<file path="src/common/cmd_pkg.sv">
// command byte coding from the UART side and the decoded effect setup
// cmd_regs builds fx_cfg_t, the effects and the output stage read it
package cmd_pkg;

  typedef logic [7:0] cmd_t;                  // raw command byte

  localparam logic [3:0] CMD_ECHO   = 4'b0001; // upper nibble, echo cancelling
  localparam logic [3:0] CMD_CHANGE = 4'b0010; // upper nibble, voice change

  localparam int VC_MODE_BIT = 0;             // mode bit inside a change command

  typedef enum logic [1:0] {
    FX_PASS   = 2'd0,
    FX_ECHO   = 2'd1,
    FX_CHANGE = 2'd2
  } effect_e;

  // 3 bits: selected treatment plus the voice change flavour
  typedef struct packed {
    effect_e effect;
    logic    vc_mode;                          // 0 deep, 1 bright
  } fx_cfg_t;

endpackage

</file>
<file path="src/common/audio_pkg.sv">
// audio sample format and the constants of the sample-rate effects
// shared by every RTL block on the LRCK path, referenced as audio_pkg::name
package audio_pkg;

  localparam int SAMPLE_W = 16;                // bits per audio sample

  typedef logic signed [SAMPLE_W-1:0] sample_t;

  localparam int ECHO_DELAY      = 8;          // echo distance in samples
  localparam int VOICE_THRESHOLD = 2000;       // voice flag level

  localparam sample_t SAMPLE_MAX = 16'sh7fff;  // +32767
  localparam sample_t SAMPLE_MIN = 16'sh8000;  // -32768

  // clamp a one-bit-wider result back into the sample range
  function automatic sample_t saturate(input logic signed [SAMPLE_W:0] value);
    if (value > SAMPLE_MAX) begin
      return SAMPLE_MAX;
    end else if (value < SAMPLE_MIN) begin
      return SAMPLE_MIN;
    end
    return value[SAMPLE_W-1:0];
  endfunction

endpackage
</file>
<file path="src/verilog/voice_top.sv">
// sample-rate voice path: command decode, echo cancelling, voice change
// and output select, one sample in and one out per LRCK edge
`timescale 1ns/1ps

module voice_top (
  input  logic               es1_dlrc,      // LRCK, one sample per rising edge
  input  logic               sys_rst,
  input  audio_pkg::sample_t i_sample,
  input  cmd_pkg::cmd_t      i_cmd_data,    // held from the UART side
  output audio_pkg::sample_t o_sample,
  output logic               o_voice_flag
);

  cmd_pkg::fx_cfg_t   cfg;
  audio_pkg::sample_t echo_sample;
  audio_pkg::sample_t change_sample;

  cmd_regs u_cmd_regs (
    .es1_dlrc   (es1_dlrc),
    .sys_rst    (sys_rst),
    .i_cmd_data (i_cmd_data),
    .o_cfg      (cfg)
  );

  echo_cancel u_echo_cancel (
    .es1_dlrc (es1_dlrc),
    .sys_rst  (sys_rst),
    .i_sample (i_sample),
    .o_sample (echo_sample)
  );

  voice_change u_voice_change (
    .es1_dlrc (es1_dlrc),
    .sys_rst  (sys_rst),
    .i_sample (i_sample),
    .i_cfg    (cfg),
    .o_sample (change_sample)
  );

  audio_out_stage u_out_stage (
    .es1_dlrc     (es1_dlrc),
    .sys_rst      (sys_rst),
    .i_dry        (i_sample),
    .i_echo       (echo_sample),
    .i_change     (change_sample),
    .i_cfg        (cfg),
    .o_sample     (o_sample),
    .o_voice_flag (o_voice_flag)
  );

endmodule

</file>
<file path="src/verilog/audio_out_stage.sv">
// aligns the dry sample with the effect results, picks the output sample
// by the current effect and raises the voice flag on loud input
`timescale 1ns/1ps

module audio_out_stage (
  input  logic               es1_dlrc,
  input  logic               sys_rst,
  input  audio_pkg::sample_t i_dry,
  input  audio_pkg::sample_t i_echo,
  input  audio_pkg::sample_t i_change,
  input  cmd_pkg::fx_cfg_t   i_cfg,
  output audio_pkg::sample_t o_sample,
  output logic               o_voice_flag
);

  audio_pkg::sample_t                  dry_q;    // same age as the effect results
  logic signed [audio_pkg::SAMPLE_W:0] dry_w;
  logic signed [audio_pkg::SAMPLE_W:0] mag_w;
  audio_pkg::sample_t                  sel_sample;

  assign dry_w = dry_q;
  assign mag_w = dry_w[audio_pkg::SAMPLE_W] ? -dry_w : dry_w;  // -32768 gives 32768

  always_comb begin
    case (i_cfg.effect)
      cmd_pkg::FX_ECHO:   sel_sample = i_echo;
      cmd_pkg::FX_CHANGE: sel_sample = i_change;
      default:            sel_sample = dry_q;
    endcase
  end

  always_ff @(posedge es1_dlrc or negedge sys_rst) begin
    if (!sys_rst) begin
      dry_q        <= '0;
      o_sample     <= '0;
      o_voice_flag <= 1'b0;
    end else begin
      dry_q        <= i_dry;
      o_sample     <= sel_sample;
      o_voice_flag <= (mag_w > audio_pkg::VOICE_THRESHOLD);  // strictly above
    end
  end

endmodule

</file>
<file path="src/fx/voice_change.sv">
// voice colouring from the current and the previous sample
// deep mode averages the pair, bright mode takes the clamped difference
`timescale 1ns/1ps

module voice_change (
  input  logic               es1_dlrc,
  input  logic               sys_rst,
  input  audio_pkg::sample_t i_sample,
  input  cmd_pkg::fx_cfg_t   i_cfg,
  output audio_pkg::sample_t o_sample
);

  audio_pkg::sample_t                  prev_q;   // x[n-1]
  logic signed [audio_pkg::SAMPLE_W:0] sum_w;
  logic signed [audio_pkg::SAMPLE_W:0] avg_w;
  logic signed [audio_pkg::SAMPLE_W:0] diff_w;

  assign sum_w  = i_sample + prev_q;
  assign avg_w  = sum_w >>> 1;                  // always back in sample range
  assign diff_w = i_sample - prev_q;

  always_ff @(posedge es1_dlrc or negedge sys_rst) begin
    if (!sys_rst) begin
      prev_q   <= '0;
      o_sample <= '0;
    end else begin
      prev_q <= i_sample;
      if (i_cfg.vc_mode) begin
        o_sample <= audio_pkg::saturate(diff_w);  // bright
      end else begin
        o_sample <= avg_w[audio_pkg::SAMPLE_W-1:0];  // deep
      end
    end
  end

endmodule

</file>
<file path="src/fx/echo_cancel.sv">
// cancels a fixed echo by subtracting half of the sample ECHO_DELAY back
// result is saturated and registered one edge after the input sample
`timescale 1ns/1ps

module echo_cancel (
  input  logic               es1_dlrc,
  input  logic               sys_rst,
  input  audio_pkg::sample_t i_sample,
  output audio_pkg::sample_t o_sample
);

  audio_pkg::sample_t                  delayed;
  audio_pkg::sample_t                  half_echo;
  logic signed [audio_pkg::SAMPLE_W:0] diff_w;

  // history of past samples, zero before the first real one
  sample_delay #(
    .T     (audio_pkg::sample_t),
    .DEPTH (audio_pkg::ECHO_DELAY)
  ) u_echo_line (
    .es1_dlrc (es1_dlrc),
    .sys_rst  (sys_rst),
    .i_data   (i_sample),
    .o_data   (delayed)                     // x[n - ECHO_DELAY]
  );

  assign half_echo = delayed >>> 1;         // arithmetic, keeps the sign
  assign diff_w    = i_sample - half_echo;  // 17 bit, cannot wrap

  always_ff @(posedge es1_dlrc or negedge sys_rst) begin
    if (!sys_rst) begin
      o_sample <= '0;
    end else begin
      o_sample <= audio_pkg::saturate(diff_w);
    end
  end

endmodule

</file>
<file path="src/cmd/cmd_regs.sv">
// brings the level-held command byte into the LRCK domain and decodes it
// into the effect setup, three edges after a change of i_cmd_data
`timescale 1ns/1ps

module cmd_regs (
  input  logic             es1_dlrc,
  input  logic             sys_rst,
  input  cmd_pkg::cmd_t    i_cmd_data,
  output cmd_pkg::fx_cfg_t o_cfg
);

  cmd_pkg::cmd_t    cmd_sync;
  cmd_pkg::effect_e fx_next;

  // two-flop synchronizer for the whole byte
  sample_delay #(
    .T     (cmd_pkg::cmd_t),
    .DEPTH (2)
  ) u_cmd_sync (
    .es1_dlrc (es1_dlrc),
    .sys_rst  (sys_rst),
    .i_data   (i_cmd_data),
    .o_data   (cmd_sync)
  );

  always_comb begin
    case (cmd_sync[7:4])
      cmd_pkg::CMD_ECHO:   fx_next = cmd_pkg::FX_ECHO;
      cmd_pkg::CMD_CHANGE: fx_next = cmd_pkg::FX_CHANGE;
      default:             fx_next = cmd_pkg::FX_PASS;   // unknown codes pass through
    endcase
  end

  always_ff @(posedge es1_dlrc or negedge sys_rst) begin
    if (!sys_rst) begin
      o_cfg.effect  <= cmd_pkg::FX_PASS;
      o_cfg.vc_mode <= 1'b0;
    end else begin
      o_cfg.effect <= fx_next;
      if (cmd_sync[7:4] == cmd_pkg::CMD_CHANGE) begin
        o_cfg.vc_mode <= cmd_sync[cmd_pkg::VC_MODE_BIT];  // kept across other cmds
      end
    end
  end

endmodule

</file>
<file path="src/verilog/sample_delay.sv">
// fixed-depth shift delay for any payload type, one stage per LRCK edge
// o_data is i_data from DEPTH edges earlier, all stages clear on reset
`timescale 1ns/1ps

module sample_delay #(
  parameter type T     = audio_pkg::sample_t,
  parameter int  DEPTH = 2
) (
  input  logic es1_dlrc,
  input  logic sys_rst,
  input  T     i_data,
  output T     o_data
);

  T stage_q [DEPTH];

  always_ff @(posedge es1_dlrc or negedge sys_rst) begin
    if (!sys_rst) begin
      for (int i = 0; i < DEPTH; i++) begin
        stage_q[i] <= '0;
      end
    end else begin
      stage_q[0] <= i_data;
      for (int i = 1; i < DEPTH; i++) begin
        stage_q[i] <= stage_q[i-1];                 // shift toward the tail
      end
    end
  end

  assign o_data = stage_q[DEPTH-1];

endmodule

</file>
<file path="config.mk">
export PLATFORM = sky130hd
export DESIGN_NAME = voice_top
export DESIGN_NICKNAME = d
export VERILOG_FILES = /design/src/common/cmd_pkg.sv /design/src/common/audio_pkg.sv /design/src/verilog/voice_top.sv /design/src/verilog/audio_out_stage.sv /design/src/fx/voice_change.sv /design/src/fx/echo_cancel.sv /design/src/cmd/cmd_regs.sv /design/src/verilog/sample_delay.sv
export SDC_FILE = /design/constraint.sdc
export NUM_CORES = 1
export LEC_CHECK = 0
export BUFFER_PORTS_ARGS = -buffer_cell sky130_fd_sc_hd__buf_2
export CAP_MARGIN = 20
export CELL_PAD_IN_SITES_DETAIL_PLACEMENT = 0
export CELL_PAD_IN_SITES_GLOBAL_PLACEMENT = 1
export CORE_ASPECT_RATIO = 0.9
export CORE_MARGIN = 4
export CORE_UTILIZATION = 50
export DETAILED_ROUTE_END_ITERATION = 8
export GPL_TIMING_DRIVEN = 1
export PLACE_DENSITY = 0.89
export SYNTH_ARGS = -nofsm -noshare
export SYNTH_HDL_FRONTEND = slang
export SYNTH_HIERARCHICAL = 1
export SYNTH_SLANG_ARGS = --single-unit
</file>
<file path="constraint.sdc">
create_clock -name es1_dlrc -period 6.9 [get_ports es1_dlrc]
set_input_delay 0.345 -clock es1_dlrc [delete_from_list [all_inputs] [get_ports es1_dlrc]]
set_output_delay 0.345 -clock es1_dlrc [all_outputs]
set_load 0.01 [all_outputs]
</file>
# Word-level counts from Yosys, hierarchy flattened
# Cells that the tools add are included.
[op_classes]
addsub = 4
n_lt_le_gt_ge = 5
eq_ne = 4
n_mux = 15
[ops]
columns = ["op", "n"]
rows = [
  ["two-way mux 16 bit", 7],
  ["> comparator 17 x 16 -> 1 bit (second input constant)", 2],
  ["less-than comparator 17 x 16 -> 1 bit (second input constant)", 2],
  ["one-hot mux 16 bit (2 select lines)", 1],
  ["adder 16 x 16 -> 17 bit", 1],
  ["> comparator 17 x 12 -> 1 bit (second input constant)", 1],
  ["two-way mux 17 bit", 1],
  ["negation 16 -> 17 bit", 1],
  ["subtractor 16 x 15 -> 17 bit", 1],
  ["subtractor 16 x 16 -> 17 bit", 1],
  ["two-way mux 1 bit", 5],
  ["== test 4 x 1 -> 1 bit (second input constant)", 1],
  ["== test 4 x 2 -> 1 bit (second input constant)", 1],
  ["one-hot mux 2 bit (2 select lines)", 1],
  ["== test 2 x 1 -> 1 bit (second input constant)", 1],
  ["== test 2 bit (second input constant)", 1],
]
[totals]
regBits = 196
input_bits = 26
output_inout_bits = 17
wordCells = 44

# Logic depth before layout (Yosys ltp)
[logic_depth]
depth_word = 7
depth_mapped = 12
mapped_depth_nobuf = 12

# By module
# Netlist, hierarchy kept.
[modules_own_cells]
columns = ["mod", "instances", "cells_per_inst", "area_per_inst_um2"]
rows = [
  ["sample_delay at u_echo_cancel.u_echo_line", 1, 144, 3323.2],
  ["voice_change", 1, 294, 2611.3],
  ["echo_cancel", 1, 202, 1660.3],
  ["audio_out_stage", 1, 114, 1307.5],
  ["sample_delay at u_cmd_regs.u_cmd_sync", 1, 24, 460.4],
  ["cmd_regs", 1, 6, 118.9],
]

# Least setup slack after synthesis
# Ideal clock, no wire load.
[synth_path]
path_type = "register -> register"
from = "reg u_voice_change.prev_q[0]"
to = "reg u_voice_change.o_sample[15]"
setup_ns = 0.082
t_arrival_ns = 2.673
path_slack_ns = 4.145
path_stages_with_launch = 12
synth_period_minus_slack_ns = 2.755
path_cell_list = "dfrtp_1 -> ha_1 -> inv_1 -> fa_1 -> nor2_2 -> o311a_1 -> o41ai_2 -> a21oi_1 -> a221o_1 -> a221o_1 -> a2111o_1 -> a22oi_2"
[synth_via]
elab_chain_len = 7
elab_cells_between_ends = 10
classes_between = "add/sub (2); order compare (2); mux (6)"
[synth_lines]
columns = ["item", "line_no", "source"]
rows = [
  ["start, declared", "voice_change.sv:13", "audio_pkg::sample_t prev_q;"],
  ["start signal, assigned", "voice_change.sv:27", "prev_q <= i_sample;"],
  ["subtractor 16 x 16 -> 17 bit", "voice_change.sv:20", "assign diff_w = i_sample - prev_q;"],
  ["less-than comparator 17 x 16 -> 1 bit", "audio_pkg.sv:19", "end else if (value < SAMPLE_MIN) begin"],
  ["two-way mux 1 bit", "audio_pkg.sv:19", ""],
  ["two-way mux 1 bit", "audio_pkg.sv:17", "if (value > SAMPLE_MAX) begin"],
  ["two-way mux 1 bit", "voice_change.sv:28", "if (i_cfg.vc_mode) begin"],
  ["two-way mux 16 bit", "audio_pkg.sv:22", "return value[SAMPLE_W-1:0];"],
  ["two-way mux 16 bit *", "voice_change.sv:28", ""],
  ["end signal, assigned", "voice_change.sv:29", "o_sample <= audio_pkg::saturate(diff_w);"],
  ["end signal, assigned", "voice_change.sv:31", "o_sample <= avg_w[audio_pkg::SAMPLE_W-1:0];"],
  ["end, declared", "voice_change.sv:10", "output audio_pkg::sample_t o_sample"],
]
# Every way passes the cells marked *; elsewhere a longest branch is shown, timed or not. The select of a mux whose other input is x is not followed.
# A chain may end at the register's enable or synchronous reset.

# Worst setup path after layout
[layout_path]
from = "reg u_voice_change.prev_q[0]"
to = "reg u_voice_change.o_sample[11]"
# Same word-level chain as after synthesis.

==> flow_metrics.py <==
metrics = {
    "drt": {
        "drt-wirelength-per-cell_microns": 16.5,
        "drtAntennaViolNets": 0,
        "firstDrtPassIters": 5,
        "via_per_inst": 5.38,
        "drt_iter0_markers": 404,
        "vias": 5619,
        "drc": 0,
        "drt_wl_total_microns": 17300,
    },
    "sta": {
        "whs_ns": -0.0782,
        "slew_viol_final": 0,
        "hold_viol_final": 35,
        "fin_skew_ns": 0.00709,
        "relSlewSlack": 0.342,
        "fin_tns_setup_ns": 0,
        "fmax_mhz": 312,
        "setup-violations-final": 0,
        "period_share": 0.465,
        "rsz0062_at_grt": "no",
        "min_period_ns": 3.21,
        "fin_ws_ns": 3.69,
        "worstMarginPinSlew_ns": 0.987,
    },
    "setup_path": {
        "worstReg2RegEnd": "u_voice_change/o_sample[11]",
        "ff2ff_setup_slack_ns": 3.69,
        "rr_startpoint": "u_voice_change/prev_q[0]",
        "cp_max_fo": 17,
        "cp.required_ns": 7.22,
        "crit_arrival_ns": 3.53,
        "worstSetupEndpointType": "flip-flop",
        "reg2regPathDepth": 10,
        "critical_path_class": "flip-flop to flip-flop",
        "start_kind": "flip-flop",
    },
    "clock_tree": {
        "clk_latency_ns": 0.49,
        "cts_tree": "yes",
        "cts_inserted_buffers": 23,
        "clk_pin_slew_worst_paths_ns": 0.06,
        "clockBufferDepth": 3,
        "htree_levels": 1,
        "cts_setup_buffers": 0,
        "clock_sinks": 214,
        "root_buffer": "clkbuf_16",
    },
    "logic_synthesis": {
        "syn_area_sq_um": 9100,
        "synth_nets": 845,
        "postSynthAreaPerCell_sq_um": 11.9,
        "postSynthCellCount": 766,
        "yosysWarnings": 6,
    },
    "status": {
        "violations": "hold timing",
        "status": "complete, but fails checks",
    },
    "global_route": {
        "gr-usage-all-layers": 0.177,
        "antenna_found_initial": 0,
        "overflow": 0,
        "first_global_vias": 5637,
        "grt_pass1_wl_microns": 28600,
        "grt_max_degree": 140,
    },
    "hold_path": {
        "hp-class": "input pin to async pin",
    },
    "power": {
        "peakVddDrop_v": 0.000224,
        "power_density_nw_per_um2": 300,
        "p_leak_nw": 4.61,
    },
    "die": {
        "die_w_microns": 150,
        "start_util": 0.513,
        "dieArea_sq_um": 20400,
        "rows": 46,
        "core-area_sq_um": 17700,
        "ios": 43,
        "die_h_microns": 136,
    },
    "flow_run": {
        "drv_cap": 0,
    },
    "final_layout": {
        "area_growth_pct": 11.2,
        "nets": 868,
        "antenna_cells": 0,
        "fill_cells": 1486,
        "utilization": 0.571,
        "layout-drive-gt1-share": 0.126,
    },
    "placement": {
        "place_worst_setup_slack_ns": 3.52,
        "routabilityCongestion": 0.856,
        "dpl.hpwl_microns": 11900,
        "portBuffers": 39,
    },
}
-- timing repair --
item	in CTS	in global routing
resized for setup	0	0
hold endpoints to repair	5	0
hold buffers	5	0
-- area by class of cell --
class | count | area, sq um | share of cell area
Clock inverter | 4 | 48.8 | 0.00482
Timing Repair Buffer | 46 | 270 | 0.0267
Sequential cell | 214 | 5360 | 0.529
Multi-Input combinational cell | 449 | 3250 | 0.321
Clock buffer | 36 | 694 | 0.0686
Inverter | 55 | 206 | 0.0204
Tap cell | 240 | 300 | 0.0297
-- worst max path at each step --
stage                              from                          end  slack, ns  depth (start not counted)
2_1_floorplan  u_voice_change/prev_q[0]  u_voice_change/o_sample[15]       4.14                         11
3_3_place_gp                i_sample[0]  u_voice_change/o_sample[11]       3.56                         12
3_5_place_dp                i_sample[0]  u_voice_change/o_sample[11]       3.52                         12
4_1_cts        u_voice_change/prev_q[0]  u_voice_change/o_sample[11]       3.71                         10
5_1_grt        u_voice_change/prev_q[3]  u_voice_change/o_sample[11]       3.47                          9
6_report       u_voice_change/prev_q[0]  u_voice_change/o_sample[11]       3.69                         10
-- per-stage QoR --
step / instance area (sq um) / instances / total power [W]
2_1_floorplan: 9100 / 766 / 0.00175
4_1_cts: 10100 / 1044 / 0.00307
3_5_place_dp: 9330 / 999 / 0.00188
6_report: 10100 / 1044 / 0.00304
3_3_place_gp: 9330 / 999 / 0.00187
5_1_grt: 10100 / 1044 / 0.00319
-- registers in the layout, summed over array words and instances (netlist names), 15 cells and up --
signal                             cells
u_voice_change/o_sample               16
u_echo_cancel/u_echo_line/stage_q    105
u_voice_change/prev_q                 16
u_echo_cancel/o_sample                16
u_echo_cancel/u_echo_line/o_data      15
u_out_stage/dry_q                     16
u_out_stage/o_sample                  16
-- critical path, stage by stage, from the launching register on --
cell and delay (ns):
dfrtp_1 0.36, ha_1 0.17, inv_1 0.05, fa_1 0.43
a211oi_1 0.30, o21ai_1 0.16, a21boi_1 0.25, a211oi_1 0.21
a31o_2 0.42, o21ai_1 0.47, o22ai_1 0.20
-- power breakdown --
group	total, W	switching (W)	internal, W
Sequential	0.00142	0.0000546	0.00137
Combinational	0.000440	0.000267	0.000173
Clock	0.00118	0.000454	0.000724
Total	0.00304	0.000776	0.00226
-- per-layer routing --
metal,track usage,up-vias,routed length (microns),part of all wire
met2,0.283,110,8220,0.48
li1,-,2690,-,-
met4,0.0539,0,455,0.026
met5,0,-,0,0
met1,0.247,2785,7790,0.45
met3,0.0363,34,791,0.046
-- layout by cell type (no fill, tap or decap), drive strengths merged, types with 17 or more instances in the layout --
| cell | instances |
|---|---|
| nand3 | 22 |
| clkbuf | 36 |
| ha | 50 |
| buf | 41 |
| dfrtp | 214 |
| a22oi | 17 |
| a21oi | 44 |
| inv | 55 |
| nor2 | 40 |
| o21ai | 38 |
| nand2 | 49 |
| xnor2 | 32 |
Power figures use the tool's default switching activity.
